## src/verilog/arcade_inputs_pkg.sv

```systemverilog
// ----------------------------------------------------------------------
// arcade input section shared definitions
// widths, word types and direction bit positions used by the
// joystick, control and reset blocks
// ----------------------------------------------------------------------
package arcade_inputs_pkg;

    // word widths and counts
    localparam int JOY_BW     = 16;
    localparam int GAME_JW    = 10;
    localparam int PLAYERS    = 4;
    localparam int GFX_LAYERS = 4;

    // direction bits in the low nibble of every joystick word
    localparam int DIR_RIGHT = 0;
    localparam int DIR_LEFT  = 1;
    localparam int DIR_DOWN  = 2;
    localparam int DIR_UP    = 3;

    // first button bit; start, coin and pause follow the buttons
    localparam int BTN_BASE = 4;

    typedef logic [JOY_BW-1:0]     board_joy_t;
    typedef logic [GAME_JW-1:0]    game_joy_t;
    typedef logic [3:0]            dir_t;
    typedef logic [PLAYERS-1:0]    player_bits_t;
    typedef logic [GFX_LAYERS-1:0] gfx_en_t;

    // last axis seen by the 4-way filter
    typedef enum logic [1:0] {
        axis_none,
        axis_horiz,
        axis_vert
    } axis_e;

endpackage

```

## src/verilog/arcade_inputs.sv

```systemverilog
// ----------------------------------------------------------------------
// arcade input section top level
// four player joystick paths, board control keys and game reset
// ----------------------------------------------------------------------
module arcade_inputs #(
    parameter int BUTTONS    = 2,
    parameter bit ACTIVE_LOW = 1'b1,
    parameter int RST_HOLD   = 16
) (
    input  logic                            clk_sys,
    input  logic                            rst,
    input  logic                            en_4way,
    input  logic                            rotate,
    input  logic                            flip,
    input  arcade_inputs_pkg::board_joy_t   board_joystick1,
    input  arcade_inputs_pkg::board_joy_t   board_joystick2,
    input  arcade_inputs_pkg::board_joy_t   board_joystick3,
    input  arcade_inputs_pkg::board_joy_t   board_joystick4,
    input  arcade_inputs_pkg::game_joy_t    key_joy1,
    input  arcade_inputs_pkg::game_joy_t    key_joy2,
    input  arcade_inputs_pkg::game_joy_t    key_joy3,
    input  arcade_inputs_pkg::game_joy_t    key_joy4,
    input  arcade_inputs_pkg::player_bits_t key_start,
    input  arcade_inputs_pkg::player_bits_t key_coin,
    input  logic                            key_pause,
    input  logic                            key_reset,
    input  logic                            key_service,
    input  arcade_inputs_pkg::gfx_en_t      key_gfx,
    input  logic                            osd_pause,
    input  logic                            downloading,
    input  logic                            rst_req,
    output arcade_inputs_pkg::game_joy_t    game_joystick1,
    output arcade_inputs_pkg::game_joy_t    game_joystick2,
    output arcade_inputs_pkg::game_joy_t    game_joystick3,
    output arcade_inputs_pkg::game_joy_t    game_joystick4,
    output arcade_inputs_pkg::player_bits_t game_coin,
    output arcade_inputs_pkg::player_bits_t game_start,
    output logic                            game_service,
    output logic                            game_pause,
    output arcade_inputs_pkg::gfx_en_t      gfx_en,
    output logic                            game_rst
);
    import arcade_inputs_pkg::*;

    player_bits_t sync_start;
    player_bits_t sync_coin;
    logic         pause_p1;
    logic         pause_p2;
    logic         soft_rst;

    joy_player #(.BUTTONS(BUTTONS), .ACTIVE_LOW(ACTIVE_LOW)) u_player1 (
        .clk_sys    ( clk_sys         ), .rst       ( rst           ),
        .en_4way    ( en_4way         ), .rotate    ( rotate        ),
        .flip       ( flip            ), .board_joy ( board_joystick1 ),
        .key_joy    ( key_joy1        ), .game_joy  ( game_joystick1  ),
        .sync_start ( sync_start[0]   ), .sync_coin ( sync_coin[0]  ),
        .sync_pause ( pause_p1        )
    );

    joy_player #(.BUTTONS(BUTTONS), .ACTIVE_LOW(ACTIVE_LOW)) u_player2 (
        .clk_sys    ( clk_sys         ), .rst       ( rst           ),
        .en_4way    ( en_4way         ), .rotate    ( rotate        ),
        .flip       ( flip            ), .board_joy ( board_joystick2 ),
        .key_joy    ( key_joy2        ), .game_joy  ( game_joystick2  ),
        .sync_start ( sync_start[1]   ), .sync_coin ( sync_coin[1]  ),
        .sync_pause ( pause_p2        )
    );

    // only players 1 and 2 can pause the game
    joy_player #(.BUTTONS(BUTTONS), .ACTIVE_LOW(ACTIVE_LOW)) u_player3 (
        .clk_sys    ( clk_sys         ), .rst       ( rst           ),
        .en_4way    ( en_4way         ), .rotate    ( rotate        ),
        .flip       ( flip            ), .board_joy ( board_joystick3 ),
        .key_joy    ( key_joy3        ), .game_joy  ( game_joystick3  ),
        .sync_start ( sync_start[2]   ), .sync_coin ( sync_coin[2]  ),
        .sync_pause (                 )
    );

    joy_player #(.BUTTONS(BUTTONS), .ACTIVE_LOW(ACTIVE_LOW)) u_player4 (
        .clk_sys    ( clk_sys         ), .rst       ( rst           ),
        .en_4way    ( en_4way         ), .rotate    ( rotate        ),
        .flip       ( flip            ), .board_joy ( board_joystick4 ),
        .key_joy    ( key_joy4        ), .game_joy  ( game_joystick4  ),
        .sync_start ( sync_start[3]   ), .sync_coin ( sync_coin[3]  ),
        .sync_pause (                 )
    );

    board_ctrl #(.ACTIVE_LOW(ACTIVE_LOW)) u_ctrl (
        .clk_sys      ( clk_sys             ),
        .rst          ( rst                 ),
        .sync_start   ( sync_start          ),
        .sync_coin    ( sync_coin           ),
        .joy_pause    ( pause_p1 | pause_p2 ),
        .key_start    ( key_start           ),
        .key_coin     ( key_coin            ),
        .key_pause    ( key_pause           ),
        .key_reset    ( key_reset           ),
        .key_service  ( key_service         ),
        .key_gfx      ( key_gfx             ),
        .osd_pause    ( osd_pause           ),
        .downloading  ( downloading         ),
        .game_coin    ( game_coin           ),
        .game_start   ( game_start          ),
        .game_service ( game_service        ),
        .game_pause   ( game_pause          ),
        .gfx_en       ( gfx_en              ),
        .soft_rst     ( soft_rst            )
    );

    game_reset #(.RST_HOLD(RST_HOLD)) u_game_rst (
        .clk_sys     ( clk_sys     ),
        .rst         ( rst         ),
        .rst_req     ( rst_req     ),
        .downloading ( downloading ),
        .soft_rst    ( soft_rst    ),
        .game_rst    ( game_rst    )
    );

endmodule

```

## src/verilog/board_ctrl.sv

```systemverilog
// ----------------------------------------------------------------------
// board control keys
// coin, start and service outputs, pause toggle, soft reset pulse
// and graphics layer enables
// ----------------------------------------------------------------------
module board_ctrl #(
    parameter bit ACTIVE_LOW = 1'b1
) (
    input  logic                            clk_sys,
    input  logic                            rst,
    input  arcade_inputs_pkg::player_bits_t sync_start,
    input  arcade_inputs_pkg::player_bits_t sync_coin,
    input  logic                            joy_pause,
    input  arcade_inputs_pkg::player_bits_t key_start,
    input  arcade_inputs_pkg::player_bits_t key_coin,
    input  logic                            key_pause,
    input  logic                            key_reset,
    input  logic                            key_service,
    input  arcade_inputs_pkg::gfx_en_t      key_gfx,
    input  logic                            osd_pause,
    input  logic                            downloading,
    output arcade_inputs_pkg::player_bits_t game_coin,
    output arcade_inputs_pkg::player_bits_t game_start,
    output logic                            game_service,
    output logic                            game_pause,
    output arcade_inputs_pkg::gfx_en_t      gfx_en,
    output logic                            soft_rst
);
    import arcade_inputs_pkg::*;

    logic    last_key_pause;
    logic    last_joy_pause;
    logic    last_osd_pause;
    logic    last_key_reset;
    gfx_en_t last_gfx;

    // previous levels for edge detection
    always_ff @(posedge clk_sys) begin
        if (rst) begin
            last_key_pause <= 1'b0;
            last_joy_pause <= 1'b0;
            last_osd_pause <= 1'b0;
            last_key_reset <= 1'b0;
            last_gfx       <= '0;
        end else begin
            last_key_pause <= key_pause;
            last_joy_pause <= joy_pause;
            last_osd_pause <= osd_pause;
            last_key_reset <= key_reset;
            last_gfx       <= key_gfx;
        end
    end

    always_ff @(posedge clk_sys) begin
        if (rst) begin
            game_coin    <= {PLAYERS{ACTIVE_LOW}};
            game_start   <= {PLAYERS{ACTIVE_LOW}};
            game_service <= ACTIVE_LOW;
            game_pause   <= 1'b0;
            soft_rst     <= 1'b0;
            gfx_en       <= '1;
        end else begin
            game_coin    <= (sync_coin | key_coin) ^ {PLAYERS{ACTIVE_LOW}};
            game_start   <= (sync_start | key_start) ^ {PLAYERS{ACTIVE_LOW}};
            game_service <= key_service ^ ACTIVE_LOW;
            soft_rst     <= key_reset & ~last_key_reset;

            // download wins, then the menu, then the toggles
            if (downloading) begin
                game_pause <= 1'b0;
            end else if (osd_pause != last_osd_pause) begin
                game_pause <= osd_pause;
            end else if ((key_pause && !last_key_pause) ||
                         (joy_pause && !last_joy_pause)) begin
                game_pause <= ~game_pause;
            end

            for (int i = 0; i < GFX_LAYERS; i++) begin
                if (key_gfx[i] && !last_gfx[i]) begin
                    gfx_en[i] <= ~gfx_en[i];
                end
            end
        end
    end

endmodule

```

## src/verilog/game_reset.sv

```systemverilog
// ----------------------------------------------------------------------
// game reset stretcher
// holds the game in reset for a fixed time after the last request
// ----------------------------------------------------------------------
module game_reset #(
    parameter int RST_HOLD = 16
) (
    input  logic clk_sys,
    input  logic rst,
    input  logic rst_req,
    input  logic downloading,
    input  logic soft_rst,
    output logic game_rst
);

    localparam int CW = $clog2(RST_HOLD + 1);

    logic          req_any;
    logic [CW-1:0] hold_cnt;

    assign req_any = rst | rst_req | downloading | soft_rst;

    // reload while any source is active, then count out
    always_ff @(posedge clk_sys) begin
        if (req_any) begin
            hold_cnt <= CW'(RST_HOLD);
        end else if (hold_cnt != '0) begin
            hold_cnt <= hold_cnt - 1'b1;
        end
    end

    assign game_rst = req_any | (hold_cnt != '0);

endmodule

```

## src/verilog/joy_4way.sv

```systemverilog
// ----------------------------------------------------------------------
// 4-way joystick filter
// diagonals resolve to the axis that was pressed first
// ----------------------------------------------------------------------
module joy_4way (
    input  logic                    clk_sys,
    input  logic                    rst,
    input  logic                    enable,
    input  arcade_inputs_pkg::dir_t joy8,
    output arcade_inputs_pkg::dir_t joy4
);
    import arcade_inputs_pkg::*;

    axis_e axis;
    dir_t  horiz_bits;
    dir_t  vert_bits;
    logic  has_horiz;
    logic  has_vert;

    // split the nibble per axis
    always_comb begin
        horiz_bits = '0;
        vert_bits  = '0;
        horiz_bits[DIR_RIGHT] = joy8[DIR_RIGHT];
        horiz_bits[DIR_LEFT]  = joy8[DIR_LEFT];
        vert_bits[DIR_DOWN]   = joy8[DIR_DOWN];
        vert_bits[DIR_UP]     = joy8[DIR_UP];
        has_horiz = |horiz_bits;
        has_vert  = |vert_bits;
    end

    always_ff @(posedge clk_sys) begin
        if (rst) begin
            axis <= axis_none;
            joy4 <= '0;
        end else if (!enable) begin
            // plain register stage so latency stays the same
            axis <= axis_none;
            joy4 <= joy8;
        end else begin
            if (has_horiz && !has_vert) begin
                axis <= axis_horiz;
                joy4 <= horiz_bits;
            end else if (has_vert && !has_horiz) begin
                axis <= axis_vert;
                joy4 <= vert_bits;
            end else if (has_horiz && has_vert) begin
                // a diagonal keeps the remembered axis
                case (axis)
                    axis_horiz: joy4 <= horiz_bits;
                    axis_vert:  joy4 <= vert_bits;
                    default:    joy4 <= '0;
                endcase
            end else begin
                axis <= axis_none;
                joy4 <= '0;
            end
        end
    end

endmodule

```

## src/verilog/joy_player.sv

```systemverilog
// ----------------------------------------------------------------------
// single player joystick path
// sync, 4-way filter, keyboard merge, rotation and output polarity
// ----------------------------------------------------------------------
module joy_player #(
    parameter int BUTTONS    = 2,
    parameter bit ACTIVE_LOW = 1'b1
) (
    input  logic                          clk_sys,
    input  logic                          rst,
    input  logic                          en_4way,
    input  logic                          rotate,
    input  logic                          flip,
    input  arcade_inputs_pkg::board_joy_t board_joy,
    input  arcade_inputs_pkg::game_joy_t  key_joy,
    output arcade_inputs_pkg::game_joy_t  game_joy,
    output logic                          sync_start,
    output logic                          sync_coin,
    output logic                          sync_pause
);
    import arcade_inputs_pkg::*;

    localparam int START_BIT = BTN_BASE + BUTTONS;
    localparam int COIN_BIT  = BTN_BASE + BUTTONS + 1;
    localparam int PAUSE_BIT = BTN_BASE + BUTTONS + 2;

    dir_t       joy_filt;
    board_joy_t joy_sync;
    game_joy_t  merged;
    game_joy_t  rotated;

    joy_4way u_4way (
        .clk_sys ( clk_sys        ),
        .rst     ( rst            ),
        .enable  ( en_4way        ),
        .joy8    ( board_joy[3:0] ),
        .joy4    ( joy_filt       )
    );

    // directions come from the filter, one stage ahead of the buttons
    always_ff @(posedge clk_sys) begin
        if (rst) begin
            joy_sync <= '0;
        end else begin
            joy_sync <= {board_joy[JOY_BW-1:4], joy_filt};
        end
    end

    assign sync_start = joy_sync[START_BIT];
    assign sync_coin  = joy_sync[COIN_BIT];
    assign sync_pause = joy_sync[PAUSE_BIT];

    // keyboard merge and screen rotation
    always_comb begin
        merged  = joy_sync[GAME_JW-1:0] | key_joy;
        rotated = merged;
        if (rotate) begin
            if (flip) begin
                rotated[DIR_UP]    = merged[DIR_LEFT];
                rotated[DIR_DOWN]  = merged[DIR_RIGHT];
                rotated[DIR_LEFT]  = merged[DIR_DOWN];
                rotated[DIR_RIGHT] = merged[DIR_UP];
            end else begin
                rotated[DIR_UP]    = merged[DIR_RIGHT];
                rotated[DIR_DOWN]  = merged[DIR_LEFT];
                rotated[DIR_LEFT]  = merged[DIR_UP];
                rotated[DIR_RIGHT] = merged[DIR_DOWN];
            end
        end
    end

    // game side polarity
    always_ff @(posedge clk_sys) begin
        if (rst) begin
            game_joy <= {GAME_JW{ACTIVE_LOW}};
        end else begin
            game_joy <= rotated ^ {GAME_JW{ACTIVE_LOW}};
        end
    end

endmodule
```

## config.mk

```make
export PLATFORM = sky130hd
export DESIGN_NAME = arcade_inputs
export DESIGN_NICKNAME = d
export VERILOG_FILES = /design/src/verilog/arcade_inputs_pkg.sv /design/src/verilog/arcade_inputs.sv /design/src/verilog/board_ctrl.sv /design/src/verilog/game_reset.sv /design/src/verilog/joy_4way.sv /design/src/verilog/joy_player.sv
export SDC_FILE = /design/constraint.sdc
export NUM_CORES = 1
export LEC_CHECK = 0
export BUFFER_PORTS_ARGS = -buffer_cell sky130_fd_sc_hd__buf_2
export CAP_MARGIN = 20
export CORE_MARGIN = 1
export CORE_UTILIZATION = 51
export CTS_CLUSTER_DIAMETER = 100
export DETAILED_ROUTE_END_ITERATION = 10
export GPL_TIMING_DRIVEN = 0
export HOLD_SLACK_MARGIN = 0.12
export PLACE_DENSITY = 0.86
export SYNTH_ARGS = -nofsm -noshare
export SYNTH_HDL_FRONTEND = slang
export SYNTH_SLANG_ARGS = --single-unit
export TNS_END_PERCENT = 20
```

## constraint.sdc

```tcl
create_clock -name clk_sys -period 1.9 [get_ports clk_sys]
set_clock_uncertainty 0.1 [all_clocks]
set_input_delay 0.285 -clock clk_sys [delete_from_list [all_inputs] [get_ports clk_sys]]
set_output_delay 0.285 -clock clk_sys [all_outputs]
set_load 0.01 [all_outputs]
```

After elaboration in Yosys (flattened, before gate mapping) --
Index checks and enable logic that the tools add are counted.
Operators by class: equal/unequal tests 17, bitwise gates (word level) 26, add/sub/neg operators 1, mux-type cells 42, reduce and logical (&&, ||, !) cells 49
Operator list (number):
- $mux W4 | 24
- $not A10 Y10 | 4
- $or A10 B10 Y10 | 4
- $pmux W4 S2 | 4
- $reduce_or A2 Y1 | 10
- $logic_and A1 B1 Y1 | 18
- $mux W2 | 8
- $logic_not A1 Y1 | 14
- $ne A3 B3 Y1 const B | 4
- $reduce_or A3 Y1 | 4
- $eq A2 B1 Y1 const B | 4
- $eq A2 B2 Y1 const B | 4
- $ne A2 B2 Y1 const B | 4
- $not A1 Y1 | 8
- $not A4 Y4 | 2
- $or A4 B4 Y4 | 2
- $mux W1 | 6
- $or A1 B1 Y1 | 5
- $reduce_bool A5 Y1 | 1
- $sub A5 B1 Y5 const B | 1
- $reduce_bool A2 Y1 | 1
- $and A1 B1 Y1 | 1
- $logic_or A1 B1 Y1 | 1
- $ne A1 B1 Y1 | 1
Word-level totals: input port bits 127, output and inout bits 55, word-level logic and storage cells 170, flip-flop bits (word level) 132

Logic depth before layout (Yosys ltp) --
word-level depth 6, mapped depth 6, depth with buffers taken out 6

By module --
Synthesis repeated with hierarchy kept, for this count alone.
Unflattened totals: cells, all modules 420, area total of the unflattened synthesis 4728.3 µm²
Modules (own cells, without submodules):
- joy_player | instances 4, sequential area each 400.4 µm², area an instance 639.4 µm², cells an instance 55
- joy_4way | instances 4, sequential area each 120.1 µm², area an instance 296.5 µm², cells an instance 27
- board_ctrl | instances 1, sequential area each 460.4 µm², area an instance 723.2 µm², cells an instance 63
- game_reset | instances 1, sequential area each 100.1 µm², area an instance 255.2 µm², cells an instance 28
- arcade_inputs | instances 1, sequential area each 0.0 µm², area an instance 6.3 µm², cells an instance 1

Least setup slack after synthesis --
OpenSTA, ideal clock, no wires.
kind reg-to-output, start point reg u_game_rst.hold_cnt[0], end point out game_rst, data required time 1515 ps, arrival 909 ps, stages on the path, launching flop included 5, buffers on the path 0, setup slack 606 ps, cell sequence dfxtp_1 inv_1 ha_1 nor4b_4 nand2_1
On the way: cells in the longest elaborated chain, start to end 2
Ends and longest elaborated chain:
- start, declared | line game_reset.sv:19 | logic [CW-1:0] hold_cnt;
- start signal, assigned | line game_reset.sv:26 | hold_cnt <= CW'(RST_HOLD);
- start signal, assigned | line game_reset.sv:28 | hold_cnt <= hold_cnt - 1'b1;
- $reduce_bool A5 Y1 | line game_reset.sv:32 | assign game_rst = req_any | (hold_cnt != '0);
- $or A1 B1 Y1 | line game_reset.sv:32
- end, declared | line arcade_inputs.sv:41 | output logic game_rst
Every way passes these cells.

Final worst setup path --
Ends and elaborated chain as after synthesis.

==> results_dict.tcl <==
set metrics [dict create \
    r2r_end "u_player4.u_4way.joy4[1]$_SDFF_PP0_" \
    htree_levels 4 \
    finalSetupViolCount 0 \
    rr_startpoint "u_player4.u_4way.axis[0]$_SDFFE_PP0P_" \
    yosys.area_share.simple 0.182 \
    cp-start-kind "flip-flop" \
    critPathMaxFanout 2 \
    holdCritStartpoint "key_joy4[1]" \
    cp.required_ps 1510 \
    grtUsageTotal 0.326 \
    mostFrequentLayoutCell "buf_2" \
    via_per_inst 5.19 \
    syn-instance-count 419 \
    dieArea_um2 9210 \
    min_period_ps 1860 \
    synth_area_leaders "dfxtp_1 (59%), o21bai_1 (8.0%), nor2b_1 (7.4%)" \
    p_leak_nw 3.19 \
    finalSetupTns_ps 0 \
    p_per_area_nw_per_um2 1040 \
    synth_area_leader_cell "dfxtp_1" \
    vdd_drop_max_v 0.000918 \
    rows 33 \
    clk_pin_slew_ps 60 \
    synth_compound_area_frac 0.155 \
    io_pins 182 \
    synth_top_family_by_area "simple AND/OR/NAND/NOR gates" \
    drive_gt1_frac 0.304 \
    via_count 4281 \
    synth_xor_area_frac 0.0156 \
    fillers 417 \
    ys_ff_latch 132 \
    holdCritPathClass "input port to flip-flop" \
    final_cell_mix "buf_2 (159), dfxtp_1 (128), dlygate4sd3_1 (104)" \
    grt_max_degree 17 \
    synthAdderAreaFrac 0.0278 \
    grt_setup_unrepaired "yes" \
    path_cells "inv_2 > ha_4 > nor4b_4 > nand2_1 > buf_2" \
    cts_tree "done" \
    synth_top_area_frac 0.587 \
    yosys_warnings 0 \
    die_w_um 96.0 \
    cp_slowest_cell "dfxtp_2" \
    tightest_slew_ps 632 \
    r2r_slack_ps 90 \
    cts-root-buf "clkbuf_8" \
    netlist_area_um2 4500 \
    postRouteWirelength_um 14400 \
    report.final.slew_viol_count 0 \
    reg2reg_depth 7 \
    maxCapViolations 0 \
    cts_buffer_depth 2 \
    crit_buf_inv 2 \
    hold_end "u_player4.game_joy[3]$_SDFF_PP1_" \
    grt_pass1_wl_um 21900 \
    cp-end-kind "output port" \
    diodes 0 \
    core_area_um2 8380 \
    status "completed" \
    drc_errors 0 \
    whs_path_depth 3 \
    synth.avg_cell_area_um2 10.7 \
    crit_family "flip-flops" \
    numCtsBuffers 17 \
    grt_pass1_vias 4448 \
    antenna_found_initial 0 \
    slew_headroom 0.579 \
    hpwlAfterDp_um 7450 \
    dr.pass1.iters 5 \
    port_buffers 157 \
    utilization 0.862 \
    fmax_mhz 538 \
    clk_latency_ps 520 \
    slowest_delay_ps 320 \
    routabilityCongestion 0.810 \
    cts_sinks 132 \
    ys_seq_area_frac 0.587 \
    synth_cell_type_count 30 \
    synthMuxAreaShare 0 \
    wl_per_cell_um 17.5 \
    ant_nets 0 \
    areaGrowthSynthToFinish_pct 60.5 \
    hold_violations 0 \
    critPathArrivalTime_ps 1470 \
    grt_overflow_total 0 \
    start_util 0.537 \
    syn_nets 556 \
    fin_crit_sh 0.979 \
    setup.worst_path.class "flip-flop to output port" \
    fin_nets 844 \
    dr.first_iter.drc_count 253 \
    dieHeight_um 96.0 \
]
-- what timing repair did --
action / CTS / global route
pin swaps: 0 / 2
setup buffers: 5 / 3
resized for setup: 4 / 11
endpoints found under the hold margin: 114 / 0
setup endpoints to repair: 1 / 4
hold buffers: 104 / 0
-- report_power, final --
group	switching, mW	internal (mW)	leakage, nW	total [mW]
registers	0.0758	2.93	1.10	3.01
logic	0.369	0.450	1.78	0.820
clock network	1.29	2.42	0.321	3.71
-- cell type report --
type                            count  area, um^2  area share
Sequential cell                   132        2650       0.367
Timing Repair Buffer              269        1890       0.262
Multi-Input combinational cell    254        1730       0.240
Clock buffer                       18         418      0.0579
Clock inverter                     14         249      0.0345
Tap cell                          105         131      0.0182
Buffer                             19        97.6      0.0135
Inverter                           14        52.6     0.00728
-- sequential cells by signal, summed over array words and instances (netlist names), 2 cells and up --
| name | count |
|---|---|
| u_ctrl.game_start | 4 |
| u_player1.game_joy | 10 |
| u_player2.joy_sync | 10 |
| u_player2.game_joy | 10 |
| u_player1.u_4way.axis | 2 |
| u_ctrl.gfx_en | 4 |
| u_player1.joy_sync | 10 |
| u_player3.game_joy | 10 |
| u_player2.u_4way.axis | 2 |
| u_player4.game_joy | 10 |
| u_ctrl.last_gfx | 4 |
| u_player3.u_4way.axis | 2 |
| u_player4.joy_sync | 10 |
| u_player3.u_4way.joy4 | 4 |
| u_player3.joy_sync | 10 |
| u_player1.u_4way.joy4 | 4 |
| u_player4.u_4way.axis | 2 |
| u_player4.u_4way.joy4 | 4 |
| u_player2.u_4way.joy4 | 4 |
| u_ctrl.game_coin | 4 |
| u_game_rst.hold_cnt | 5 |
-- metal layers --
metal	vias to the layer above	wire length, um	global-route usage
met3	78	886	0.0948
met4	0	807	0.239
li1	2007	-	-
met5	-	0	0
met2	232	7440	0.576
met1	1964	5280	0.325
-- per-stage QoR --
stage | setup WS [ps] | cells | power, mW | area, um^2 | hold WS, ps
floorplan | 606 | 419 | 3.36 | 4500 | 259
global placement | 396 | 681 | 3.61 | 5420 | 273
detailed placement | 401 | 681 | 3.64 | 5420 | 273
CTS | 7.60 | 822 | 7.45 | 7170 | 122
global route | -28.7 | 825 | 7.77 | 7220 | 149
finish | 40.7 | 825 | 7.54 | 7220 | 136
-- tightest hold or removal path: stages --
cell     delay, ps
buf_2          120
o21ai_0        150
a311o_1        160
-- logic make-up after synthesis --
family / count (synthesis)
simple gates: 142
xor+xnor: 8
compound gates: 94
buf+inv: 33
fa+ha+maj: 10
flops: 132
-- worst max path at each step --
stage | start | endpoint | slack (ps) | cells past startpoint
floorplan | u_game_rst.hold_cnt[0]$_SDFFE_PP0P_ | game_rst | 610 | 4
global placement | rst | game_rst | 400 | 5
detailed placement | rst | game_rst | 400 | 5
CTS | u_game_rst.hold_cnt[0]$_SDFFE_PP0P_ | game_rst | 8 | 5
global route | u_game_rst.hold_cnt[0]$_SDFFE_PP0P_ | game_rst | -30 | 5
finish | u_game_rst.hold_cnt[0]$_SDFFE_PP0P_ | game_rst | 40 | 5
-- cell usage after synthesis --
cell	count
nand4_1	1
o41ai_2	1
a311o_1	16
a211oi_2	1
nand3b_1	1
inv_1	14
o21ai_1	1
ha_1	10
buf_2	5
nand2_1	4
clkbuf_1	12
dfxtp_1	132
or3_4	1
o21ai_0	17
nor2_1	28
a21oi_2	1
nand2b_1	6
nor2_2	1
o21ba_1	1
nor4_4	1
xnor2_1	7
nor3_1	25
buf_6	2
xor2_1	1
o21bai_1	48
nor4b_4	1
and2_1	16
a21oi_1	8
nor2b_1	53
nor3b_1	4
(Power assumes the default switching activity.)
